==> src/hdl/issue_pkg.sv <==
/*
 * Shared types for the decode-issue stage: width typedefs,
 * micro-op codes and the per-pipe op-mask constants
 */

package issue_pkg;

  // ----------------------------------------------------------
  // Widths
  // ----------------------------------------------------------

  // Data and pc word
  typedef logic [31:0] word_t;

  // Architectural register number
  typedef logic [4:0] reg_addr_t;

  // Micro-op code
  typedef logic [2:0] uop_t;

  // One bit per micro-op, indexed by the uop code
  typedef logic [7:0] op_mask_t;

  // ----------------------------------------------------------
  // Micro-op codes
  // ----------------------------------------------------------

  localparam uop_t uop_add  = 3'd0;
  localparam uop_t uop_addi = 3'd1;
  localparam uop_t uop_mul  = 3'd2;
  localparam uop_t uop_lw   = 3'd3;
  localparam uop_t uop_jal  = 3'd4;
  localparam uop_t uop_jalr = 3'd5;

  // ----------------------------------------------------------
  // Pipe capability masks
  // ----------------------------------------------------------

  // Every micro-op the stage can produce
  localparam op_mask_t op_mask_all = (op_mask_t'(1) << uop_add)
                                   | (op_mask_t'(1) << uop_addi)
                                   | (op_mask_t'(1) << uop_mul)
                                   | (op_mask_t'(1) << uop_lw)
                                   | (op_mask_t'(1) << uop_jal)
                                   | (op_mask_t'(1) << uop_jalr);

  // Simple integer pipe, jumps included
  localparam op_mask_t op_mask_alu = (op_mask_t'(1) << uop_add)
                                   | (op_mask_t'(1) << uop_addi)
                                   | (op_mask_t'(1) << uop_jal)
                                   | (op_mask_t'(1) << uop_jalr);

endpackage

==> src/hdl/inst_decoder.sv <==
/*
 * Combinational RV32 decoder for ADD, ADDI, MUL, LW, JAL and JALR
 */

module inst_decoder (
  input  issue_pkg::word_t     inst,
  input  issue_pkg::word_t     pc,
  output issue_pkg::uop_t      uop,
  output issue_pkg::reg_addr_t rs1,
  output issue_pkg::reg_addr_t rs2,
  output issue_pkg::reg_addr_t rd,
  output logic                 use_rs1,
  output logic                 use_rs2,
  output issue_pkg::word_t     imm,
  output logic                 pc_as_op1
);

  localparam logic [6:0] opc_op     = 7'b0110011;
  localparam logic [6:0] opc_op_imm = 7'b0010011;
  localparam logic [6:0] opc_load   = 7'b0000011;
  localparam logic [6:0] opc_jal    = 7'b1101111;
  localparam logic [6:0] opc_jalr   = 7'b1100111;

  logic [6:0]       opcode;
  logic [2:0]       funct3;
  logic [6:0]       funct7;
  issue_pkg::word_t imm_i;
  issue_pkg::word_t imm_j;
  logic             aligned;

  assign opcode = inst[6:0];
  assign funct3 = inst[14:12];
  assign funct7 = inst[31:25];

  // All kept formats put the register fields in the same place
  assign rs1 = inst[19:15];
  assign rs2 = inst[24:20];
  assign rd  = inst[11:7];

  assign imm_i = {{20{inst[31]}}, inst[31:20]};
  assign imm_j = {{12{inst[31]}}, inst[19:12], inst[20], inst[30:21], 1'b0};

  // No compressed instructions, so fetch must be word aligned
  assign aligned = (pc[1:0] == 2'b00);

  // Illegal encodings and misaligned fetches fall through as an
  // ADDI of pc plus zero, reading no registers
  always_comb begin
    uop       = issue_pkg::uop_addi;
    use_rs1   = 1'b0;
    use_rs2   = 1'b0;
    imm       = '0;
    pc_as_op1 = 1'b1;
    if (aligned) begin
      case (opcode)
        opc_op: begin
          if (funct3 == 3'b000 && funct7 == 7'b0000000) begin
            uop = issue_pkg::uop_add;
          end else if (funct3 == 3'b000 && funct7 == 7'b0000001) begin
            uop = issue_pkg::uop_mul;
          end
          if (funct3 == 3'b000 && (funct7 == 7'b0000000 || funct7 == 7'b0000001)) begin
            use_rs1   = 1'b1;
            use_rs2   = 1'b1;
            pc_as_op1 = 1'b0;
          end
        end
        opc_op_imm, opc_load, opc_jalr: begin
          if ((opcode == opc_op_imm && funct3 == 3'b000) ||
              (opcode == opc_load && funct3 == 3'b010) ||
              (opcode == opc_jalr && funct3 == 3'b000)) begin
            uop       = (opcode == opc_load) ? issue_pkg::uop_lw :
                        (opcode == opc_jalr) ? issue_pkg::uop_jalr : issue_pkg::uop_addi;
            use_rs1   = 1'b1;
            imm       = imm_i;
            pc_as_op1 = 1'b0;
          end
        end
        opc_jal: begin
          uop = issue_pkg::uop_jal;
          imm = imm_j;
        end
        default: ;
      endcase
    end
  end

endmodule

==> src/hdl/reg_file.sv <==
/*
 * 32-entry register file, one write port fed by completions,
 * two read ports with write-to-read bypass
 */

module reg_file (
  input  logic                 clk,
  input  logic                 rst,
  input  logic                 wen,
  input  issue_pkg::reg_addr_t waddr,
  input  issue_pkg::word_t     wdata,
  input  issue_pkg::reg_addr_t raddr0,
  input  issue_pkg::reg_addr_t raddr1,
  output issue_pkg::word_t     rdata0,
  output issue_pkg::word_t     rdata1
);

  issue_pkg::word_t regs [32];

  // Entry 0 is never written and stays at its reset value
  always_ff @(posedge clk) begin
    if (rst) begin
      for (int i = 0; i < 32; i++) begin
        regs[i] <= '0;
      end
    end else if (wen && waddr != '0) begin
      regs[waddr] <= wdata;
    end
  end

  // Same-cycle write shows up on the read side
  always_comb begin
    rdata0 = regs[raddr0];
    if (raddr0 == '0) begin
      rdata0 = '0;
    end else if (wen && waddr == raddr0) begin
      rdata0 = wdata;
    end
    rdata1 = regs[raddr1];
    if (raddr1 == '0) begin
      rdata1 = '0;
    end else if (wen && waddr == raddr1) begin
      rdata1 = wdata;
    end
  end

endmodule

==> src/hdl/reg_scoreboard.sv <==
/*
 * Pending-write scoreboard: one pending bit and the sequence
 * number of its writer per register, with RAW/WAW hazard check
 */

module reg_scoreboard #(
  parameter int seq_bits = 5
) (
  input  logic                 clk,
  input  logic                 rst,
  input  logic                 set_val,
  input  issue_pkg::reg_addr_t set_addr,
  input  logic [seq_bits-1:0]  set_seq,
  input  logic                 clr_val,
  input  issue_pkg::reg_addr_t clr_addr,
  input  logic [seq_bits-1:0]  clr_seq,
  input  issue_pkg::reg_addr_t chk_rs1,
  input  issue_pkg::reg_addr_t chk_rs2,
  input  issue_pkg::reg_addr_t chk_rd,
  input  logic                 use_rs1,
  input  logic                 use_rs2,
  output logic                 busy
);

  logic [31:0]         pending;
  logic [seq_bits-1:0] writer [32];
  logic                clr_hit;
  logic [31:0]         live;

  // Stale completions carry an older seq and leave the bit alone
  assign clr_hit = clr_val && pending[clr_addr] && (writer[clr_addr] == clr_seq);

  // Pending view with this cycle's matching clear already applied
  always_comb begin
    live = pending;
    if (clr_hit) begin
      live[clr_addr] = 1'b0;
    end
    live[0] = 1'b0;
  end

  assign busy = (use_rs1 && live[chk_rs1]) || (use_rs2 && live[chk_rs2]) || live[chk_rd];

  // A new writer marked in the same cycle overrides the clear
  always_ff @(posedge clk) begin
    if (rst) begin
      pending <= '0;
    end else begin
      if (clr_hit) begin
        pending[clr_addr] <= 1'b0;
      end
      if (set_val && set_addr != '0) begin
        pending[set_addr] <= 1'b1;
      end
    end
  end

  always_ff @(posedge clk) begin
    if (set_val) begin
      writer[set_addr] <= set_seq;
    end
  end

endmodule

==> src/hdl/issue_ctrl.sv <==
/*
 * Decode register, hazard stall, pipe steering and the
 * fetch and execute valid/ready handshakes
 */

module issue_ctrl #(
  parameter int                                  seq_bits  = 5,
  parameter int                                  num_pipes = 3,
  parameter issue_pkg::op_mask_t [num_pipes-1:0] pipe_ops  =
    {num_pipes{issue_pkg::op_mask_all}}
) (
  input  logic                 clk,
  input  logic                 rst,
  // Fetch side
  input  logic                 f_val,
  output logic                 f_rdy,
  input  issue_pkg::word_t     f_inst,
  input  issue_pkg::word_t     f_pc,
  input  logic [seq_bits-1:0]  f_seq,
  // Execute side
  input  logic [num_pipes-1:0] x_rdy,
  output logic [num_pipes-1:0] x_val,
  output issue_pkg::word_t     x_pc,
  output logic [seq_bits-1:0]  x_seq,
  output issue_pkg::word_t     x_op1,
  output issue_pkg::word_t     x_op2,
  output issue_pkg::reg_addr_t x_waddr,
  output issue_pkg::uop_t      x_uop,
  // Decoder, register file and scoreboard
  input  issue_pkg::uop_t      dec_uop,
  input  issue_pkg::word_t     dec_imm,
  input  logic                 dec_pc_as_op1,
  input  issue_pkg::word_t     rdata0,
  input  issue_pkg::word_t     rdata1,
  input  logic                 busy,
  output issue_pkg::word_t     d_inst,
  output issue_pkg::word_t     d_pc,
  output logic                 set_val,
  output issue_pkg::reg_addr_t set_addr,
  output logic [seq_bits-1:0]  set_seq
);

  logic                 d_val;
  logic [seq_bits-1:0]  d_seq;
  logic [num_pipes-1:0] capable;
  logic [num_pipes-1:0] cand;
  logic [num_pipes-1:0] pick;
  logic                 issue;

  // ----------------------------------------------------------
  // Decode register
  // ----------------------------------------------------------

  always_ff @(posedge clk) begin
    if (rst) begin
      d_val <= 1'b0;
    end else if (f_val && f_rdy) begin
      d_val <= 1'b1;
    end else if (issue) begin
      d_val <= 1'b0;
    end
  end

  always_ff @(posedge clk) begin
    if (f_val && f_rdy) begin
      d_inst <= f_inst;
      d_pc   <= f_pc;
      d_seq  <= f_seq;
    end
  end

  // Refill in the same cycle the held instruction leaves
  assign f_rdy = !d_val || issue;

  // ----------------------------------------------------------
  // Steering
  // ----------------------------------------------------------

  always_comb begin
    for (int i = 0; i < num_pipes; i++) begin
      capable[i] = pipe_ops[i][dec_uop];
    end
  end

  assign cand = capable & x_rdy;

  // Lowest set bit wins
  assign pick  = cand & (~cand + 1'b1);
  assign x_val = (d_val && !busy) ? pick : '0;
  assign issue = |x_val;

  // ----------------------------------------------------------
  // Payload and scoreboard update
  // ----------------------------------------------------------

  assign x_pc    = d_pc;
  assign x_seq   = d_seq;
  assign x_uop   = dec_uop;
  assign x_waddr = d_inst[11:7];

  assign x_op1 = dec_pc_as_op1 ? d_pc : rdata0;
  // Only the register-register ops take rs2
  assign x_op2 = (dec_uop == issue_pkg::uop_add || dec_uop == issue_pkg::uop_mul) ?
                 rdata1 : dec_imm;

  assign set_val  = issue;
  assign set_addr = d_inst[11:7];
  assign set_seq  = d_seq;

endmodule

==> src/hdl/decode_issue_top.sv <==
/*
 * Decode-issue stage top level: decoder, register file,
 * scoreboard and issue control
 */

module decode_issue_top #(
  parameter int                                  seq_bits  = 5,
  parameter int                                  num_pipes = 3,
  parameter issue_pkg::op_mask_t [num_pipes-1:0] pipe_ops  =
    {num_pipes{issue_pkg::op_mask_all}}
) (
  input  logic                 clk,
  input  logic                 rst,
  // Fetch
  input  logic                 f_val,
  output logic                 f_rdy,
  input  issue_pkg::word_t     f_inst,
  input  issue_pkg::word_t     f_pc,
  input  logic [seq_bits-1:0]  f_seq,
  // Execute pipes
  output logic [num_pipes-1:0] x_val,
  input  logic [num_pipes-1:0] x_rdy,
  output issue_pkg::word_t     x_pc,
  output logic [seq_bits-1:0]  x_seq,
  output issue_pkg::word_t     x_op1,
  output issue_pkg::word_t     x_op2,
  output issue_pkg::reg_addr_t x_waddr,
  output issue_pkg::uop_t      x_uop,
  // Completion notification
  input  logic                 c_val,
  input  logic [seq_bits-1:0]  c_seq,
  input  issue_pkg::reg_addr_t c_waddr,
  input  issue_pkg::word_t     c_wdata,
  input  logic                 c_wen
);

  issue_pkg::word_t     d_inst;
  issue_pkg::word_t     d_pc;
  issue_pkg::uop_t      dec_uop;
  issue_pkg::reg_addr_t dec_rs1;
  issue_pkg::reg_addr_t dec_rs2;
  issue_pkg::reg_addr_t dec_rd;
  logic                 dec_use_rs1;
  logic                 dec_use_rs2;
  issue_pkg::word_t     dec_imm;
  logic                 dec_pc_as_op1;
  issue_pkg::word_t     rdata0;
  issue_pkg::word_t     rdata1;
  logic                 busy;
  logic                 set_val;
  issue_pkg::reg_addr_t set_addr;
  logic [seq_bits-1:0]  set_seq;

  inst_decoder u_inst_decoder (
    .inst      (d_inst),
    .pc        (d_pc),
    .uop       (dec_uop),
    .rs1       (dec_rs1),
    .rs2       (dec_rs2),
    .rd        (dec_rd),
    .use_rs1   (dec_use_rs1),
    .use_rs2   (dec_use_rs2),
    .imm       (dec_imm),
    .pc_as_op1 (dec_pc_as_op1)
  );

  reg_file u_reg_file (
    .clk    (clk),
    .rst    (rst),
    .wen    (c_val && c_wen),
    .waddr  (c_waddr),
    .wdata  (c_wdata),
    .raddr0 (dec_rs1),
    .raddr1 (dec_rs2),
    .rdata0 (rdata0),
    .rdata1 (rdata1)
  );

  reg_scoreboard #(
    .seq_bits (seq_bits)
  ) u_reg_scoreboard (
    .clk      (clk),
    .rst      (rst),
    .set_val  (set_val),
    .set_addr (set_addr),
    .set_seq  (set_seq),
    .clr_val  (c_val),
    .clr_addr (c_waddr),
    .clr_seq  (c_seq),
    .chk_rs1  (dec_rs1),
    .chk_rs2  (dec_rs2),
    .chk_rd   (dec_rd),
    .use_rs1  (dec_use_rs1),
    .use_rs2  (dec_use_rs2),
    .busy     (busy)
  );

  issue_ctrl #(
    .seq_bits  (seq_bits),
    .num_pipes (num_pipes),
    .pipe_ops  (pipe_ops)
  ) u_issue_ctrl (
    .clk           (clk),
    .rst           (rst),
    .f_val         (f_val),
    .f_rdy         (f_rdy),
    .f_inst        (f_inst),
    .f_pc          (f_pc),
    .f_seq         (f_seq),
    .x_rdy         (x_rdy),
    .x_val         (x_val),
    .x_pc          (x_pc),
    .x_seq         (x_seq),
    .x_op1         (x_op1),
    .x_op2         (x_op2),
    .x_waddr       (x_waddr),
    .x_uop         (x_uop),
    .dec_uop       (dec_uop),
    .dec_imm       (dec_imm),
    .dec_pc_as_op1 (dec_pc_as_op1),
    .rdata0        (rdata0),
    .rdata1        (rdata1),
    .busy          (busy),
    .d_inst        (d_inst),
    .d_pc          (d_pc),
    .set_val       (set_val),
    .set_addr      (set_addr),
    .set_seq       (set_seq)
  );

endmodule

==> config.mk <==
export PLATFORM = sky130hd
export DESIGN_NAME = decode_issue_top
export DESIGN_NICKNAME = d
export VERILOG_FILES = /design/src/hdl/issue_pkg.sv /design/src/hdl/inst_decoder.sv /design/src/hdl/reg_file.sv /design/src/hdl/reg_scoreboard.sv /design/src/hdl/issue_ctrl.sv /design/src/hdl/decode_issue_top.sv
export SDC_FILE = /design/constraint.sdc
export NUM_CORES = 2
export LEC_CHECK = 0
export BUFFER_PORTS_ARGS = -buffer_cell sky130_fd_sc_hd__buf_2
export CORE_ASPECT_RATIO = 1.5
export CORE_MARGIN = 1.5
export CORE_UTILIZATION = 35
export DETAILED_ROUTE_END_ITERATION = 10
export HOLD_SLACK_MARGIN = 0.08
export MAX_ROUTING_LAYER = met4
export SYNTH_ARGS = -nofsm -noshare
export SYNTH_HDL_FRONTEND = slang
export SYNTH_HIERARCHICAL = 1
export SYNTH_SLANG_ARGS = --single-unit
==> constraint.sdc <==
create_clock -name clk -period 10.55 [get_ports clk]
set_clock_uncertainty 0.1 [all_clocks]
set_input_delay 1.055 -clock clk [delete_from_list [all_inputs] [get_ports clk]]
set_output_delay 1.055 -clock clk [all_outputs]
set_load 0.05 [all_outputs]
==> flow_summary_export.csv <==
group,metric,value,unit
critical_path,crit_path_start_kind,"input port",
placed_design,preCtsSetupSlack,2140,ps
logic_synthesis,synth.yosys.seq_area_share,0.561,
logic_synthesis,synth-compound-area-share,0.0733,
floorplan,fp.dieArea,0.198,mm²
logic_synthesis,yosysWarnings,6,
min_path,hold_path.class,"input port to flop",
timing,worst_slack,2230,ps
floorplan,fp.coreArea,0.194,mm²
pwr,powerDensity,165,mW/mm²
timing,max_slew_margin,0.172,
clock_tree,number_of_buffers_inserted_by_hold_repair_at_cts,0,
logic_synthesis,avgSynthCellArea,14.2,µm²
logic_synthesis,synthSimpleGateAreaFrac,0.125,
logic_synthesis,adder_and_majority_gate_portion_of_the_synthesized_area,0,
timing,setup_tns_final,0,ps
global_routing,grt_antenna_before_repair,36,
critical_path,cp_cell_sequence,"buf_4, buf_12, mux2i_1, o22ai_1, nor4_1, nand2_1, xor2_1, or4_4, or3_1, o21ai_0, a221oi_1, a2111o_1, nor4bb_1, a2111o_1, a21oi_1, and4b_1, buf_2",
logic_synthesis,synth_area,0.0682,mm²
logic_synthesis,synth_largest_type_area_fraction,0.551,
placed_design,post-dp-hpwl,163,mm
logic_synthesis,syn-instance-count,4814,
route,drtPass1Iterations,8,
logic_synthesis,async_flop_share,0,
route,drtAntennaViolNets,0,
timing,hold_viol,0,
logic_synthesis,dominantRegCellSynth,"sky130_fd_sc_hd__edfxtp_1",
clock_tree,tritoncts,"yes",
timing,period_needed,8320,ps
route,met3_length,20.7,mm
floorplan,die-width,364,µm
logic_synthesis,most_used_standard_cell_by_instance_count_after_synthesis,"sky130_fd_sc_hd__edfxtp_1",
clock_tree,clock_sinks,1286,
clock_tree,cts_htree_levels,3,
logic_synthesis,number_of_different_library_cells_in_the_post_synthesis_netlist,100,
clock_tree,post-cts-setup-buffers,0,
clock_tree,worstSkewPairLatency,760,ps
route,num_vias,45300,
layout,final_core_utilization,0.388,
timing,fin_crit_sh,0.789,
route,detail_route.iter0.violations,5459,
route,drc_errors,0,
clock_tree,post_cts.resized_instances,0,
critical_path,endpoint_kind,"output pin",
critical_path,worstReg2RegEnd,"u_reg_scoreboard/writer[3][4]",
logic_synthesis,synth.largest_area_cell,"sky130_fd_sc_hd__edfxtp_1",
route,wl,255,mm
timing,worst_pin_slew,1240,ps
layout,area_delta_synth_final,10.2,%
timing,achievable-frequency,120,MHz
critical_path,worst_path_arrival,7170,ps
route,wl_met1,90.4,mm
critical_path,timing.critical_path.fanout_max,69,
placed_design,placement.cell_area,0.0715,mm²
critical_path,crit_path_top_delay_cell,"sky130_fd_sc_hd__or4_4",
critical_path,reg2reg_from,"u_reg_scoreboard/writer[25][4]",
layout,fin_cells,7493,
layout,post_route_cells_drive_above_1_share,0.230,
logic_synthesis,synth.top_cells.by_count,"sky130_fd_sc_hd__edfxtp_1, sky130_fd_sc_hd__and2_1, sky130_fd_sc_hd__mux4_2",
placed_design,numPortBuffers,231,
floorplan,io_pins,232,
logic_synthesis,synth.mux.area_fraction,0.197,
global_routing,wire_length_of_the_first_global_routing_pass,352,mm
run,max_cap_viol_count,0,
layout,n_fill_cell,18000,
route,maxUsedRoutingLayer,"met4",
logic_synthesis,ys_top_cells_by_area,"sky130_fd_sc_hd__edfxtp_1, sky130_fd_sc_hd__mux4_2, sky130_fd_sc_hd__and2_1, sky130_fd_sc_hd__mux2i_1, sky130_fd_sc_hd__clkbuf_1",
critical_path,critical_path_required,9400,ps
critical_path,cp-startpoint,"c_waddr[0]",
logic_synthesis,synth-edff-count,1253,
critical_path,reg2reg_setup_slack,3310,ps
critical_path,critical-path-top-cell-by-count,"sky130_fd_sc_hd__a2111o_1",
pwr,vdd.ir_drop.worst,0.000142,V
critical_path,setup.worst_path.end,"x_val[1]",
clock_tree,clock-root-buffer,"sky130_fd_sc_hd__clkbuf_16",
run_status,result_of_the_run,"completed",
route,route.met2.wl,127,mm
clock_tree,cts_inserted_buffers,116,
timing,setup_repair_after_global_routing_missed_its_margin,"no",
floorplan,die_y,544,µm
global_routing,grt_max_degree,112,
floorplan,initial_utilization,0.352,
pwr,static-leakage-power,26.1,nW
layout,post_route_standard_cell_area_excluding_fillers,0.0752,mm²
placed_design,placed_cells_incl_taps,7258,
timing,slew_viol_final,0,
logic_synthesis,synth_top_family_by_area,"multiplexers",
floorplan,core.rowCount,198,
logic_synthesis,post_synth_xor_area_fraction,0.00167,
timing,finalSetupViolCount,0,
critical_path,critPathKind,"input port to output pin",
critical_path,slowest_delay,740,ps
critical_path,reg2reg_depth,18,
logic_synthesis,synth.ff_latch_count,1286,
clock_tree,ctsLongestPathBuffers,3,
route,routed_len_inst,34.0,µm
global_routing,global_route.overflow_total,0,
layout,design.final.nets,4895,
global_routing,grt_util_all_layers,0.260,
placed_design,globalplace.congestion,1.01,
route,post_drt_via_cell_ratio,6.05,
clock_tree,cts.clk_slew.worst_paths,70,ps
global_routing,first_global_vias,44800,
[worst min-delay path by stage]
stage / endpoint / cells past startpoint / from
after global placement: u_reg_scoreboard/pending[0] / 1 / u_reg_scoreboard/pending[0]
final: u_issue_ctrl/d_inst[16] / 1 / f_inst[16]
after floorplan: u_reg_scoreboard/pending[0] / 1 / u_reg_scoreboard/pending[0]
after detailed placement: u_reg_scoreboard/pending[0] / 1 / u_reg_scoreboard/pending[0]
after CTS: u_issue_ctrl/d_inst[16] / 1 / f_inst[16]
after global routing: u_issue_ctrl/d_pc[19] / 1 / f_pc[19]
[through the flow]
step                      hold slack (ps)  power (mW)
after CTS                             350        12.4
after global placement                395        8.26
after global routing                  372        12.7
after floorplan                       354        7.47
final                                 373        12.4
after detailed placement              406        8.28
[routing by layer]
metal  vias to the layer above  GRT usage
li1                      18500          -
met1                     23500      0.293
met2                      2599      0.433
met3                       721     0.0443
met4                         0      0.155
met5                         -          -
[placed cells by master (no fill, tap or decap), types with 25 or more instances in the layout]
cell	count
sky130_fd_sc_hd__a2111oi_0	25
sky130_fd_sc_hd__a21oi_1	116
sky130_fd_sc_hd__a22o_1	55
sky130_fd_sc_hd__a22oi_1	136
sky130_fd_sc_hd__and2_1	997
sky130_fd_sc_hd__buf_2	229
sky130_fd_sc_hd__buf_4	129
sky130_fd_sc_hd__clkbuf_16	117
sky130_fd_sc_hd__clkinv_1	25
sky130_fd_sc_hd__conb_1	32
sky130_fd_sc_hd__dfxtp_1	33
sky130_fd_sc_hd__diode_2	25
sky130_fd_sc_hd__edfxtp_1	1253
sky130_fd_sc_hd__inv_1	32
sky130_fd_sc_hd__mux2_2	38
sky130_fd_sc_hd__mux2_4	30
sky130_fd_sc_hd__mux2i_1	380
sky130_fd_sc_hd__mux4_2	388
sky130_fd_sc_hd__nand2_1	86
sky130_fd_sc_hd__nand3_1	26
sky130_fd_sc_hd__nor2_1	74
sky130_fd_sc_hd__nor2_4	27
sky130_fd_sc_hd__o21ai_0	26
sky130_fd_sc_hd__o221ai_1	46
sky130_fd_sc_hd__o22ai_1	94
sky130_fd_sc_hd__or2_2	29
[report_power, final]
| group | switching, mW | internal [mW] | total (mW) |
|---|---|---|---|
| logic | 1.42 | 0.780 | 2.20 |
| registers | 0.137 | 5.87 | 6.01 |
| clock network | 2.00 | 2.23 | 4.23 |
[registers in the layout (all words and copies together), names as in the netlist]
register / flops
u_reg_scoreboard/writer: 160
u_issue_ctrl/d_inst: 32
u_reg_scoreboard/pending: 32
u_issue_ctrl/set_seq: 5
u_issue_ctrl/d_val: 1
u_issue_ctrl/d_pc: 32
u_reg_file/regs: 1024
[area by class of cell]
class | instances | area (µm²) | share of cell area
clock buffers | 138 | 3040 | 0.0404
flip-flops and latches | 1286 | 38300 | 0.509
repair buffers | 365 | 2250 | 0.0300
well taps | 2600 | 3250 | 0.0433
inverters | 33 | 124 | 0.00165
clock inverters | 72 | 622 | 0.00827
multi-input cells | 2974 | 27500 | 0.366
diodes | 25 | 62.6 | 0.000832
[critical path, delay by kind of cell]
kind                      cells  cell delay (ps)
muxes                         1              250
AOI/OAI and AO/OA             6             1960
and+or+nand+nor               6             2390
xor gates and xnor gates      1              160
buffers and inverters         3             1230
[cell families (layout without fill, tap and decap cells)]
group / count (synthesis) / in the layout
flops: 1286 / 1286
other cells: 1 / 57
simple gates: 1419 / 1419
compound gates: 671 / 671
buf+inv: 585 / 608
mux: 839 / 839
xor+xnor: 13 / 13
Note: power is estimated with default switching activity, not from simulation.
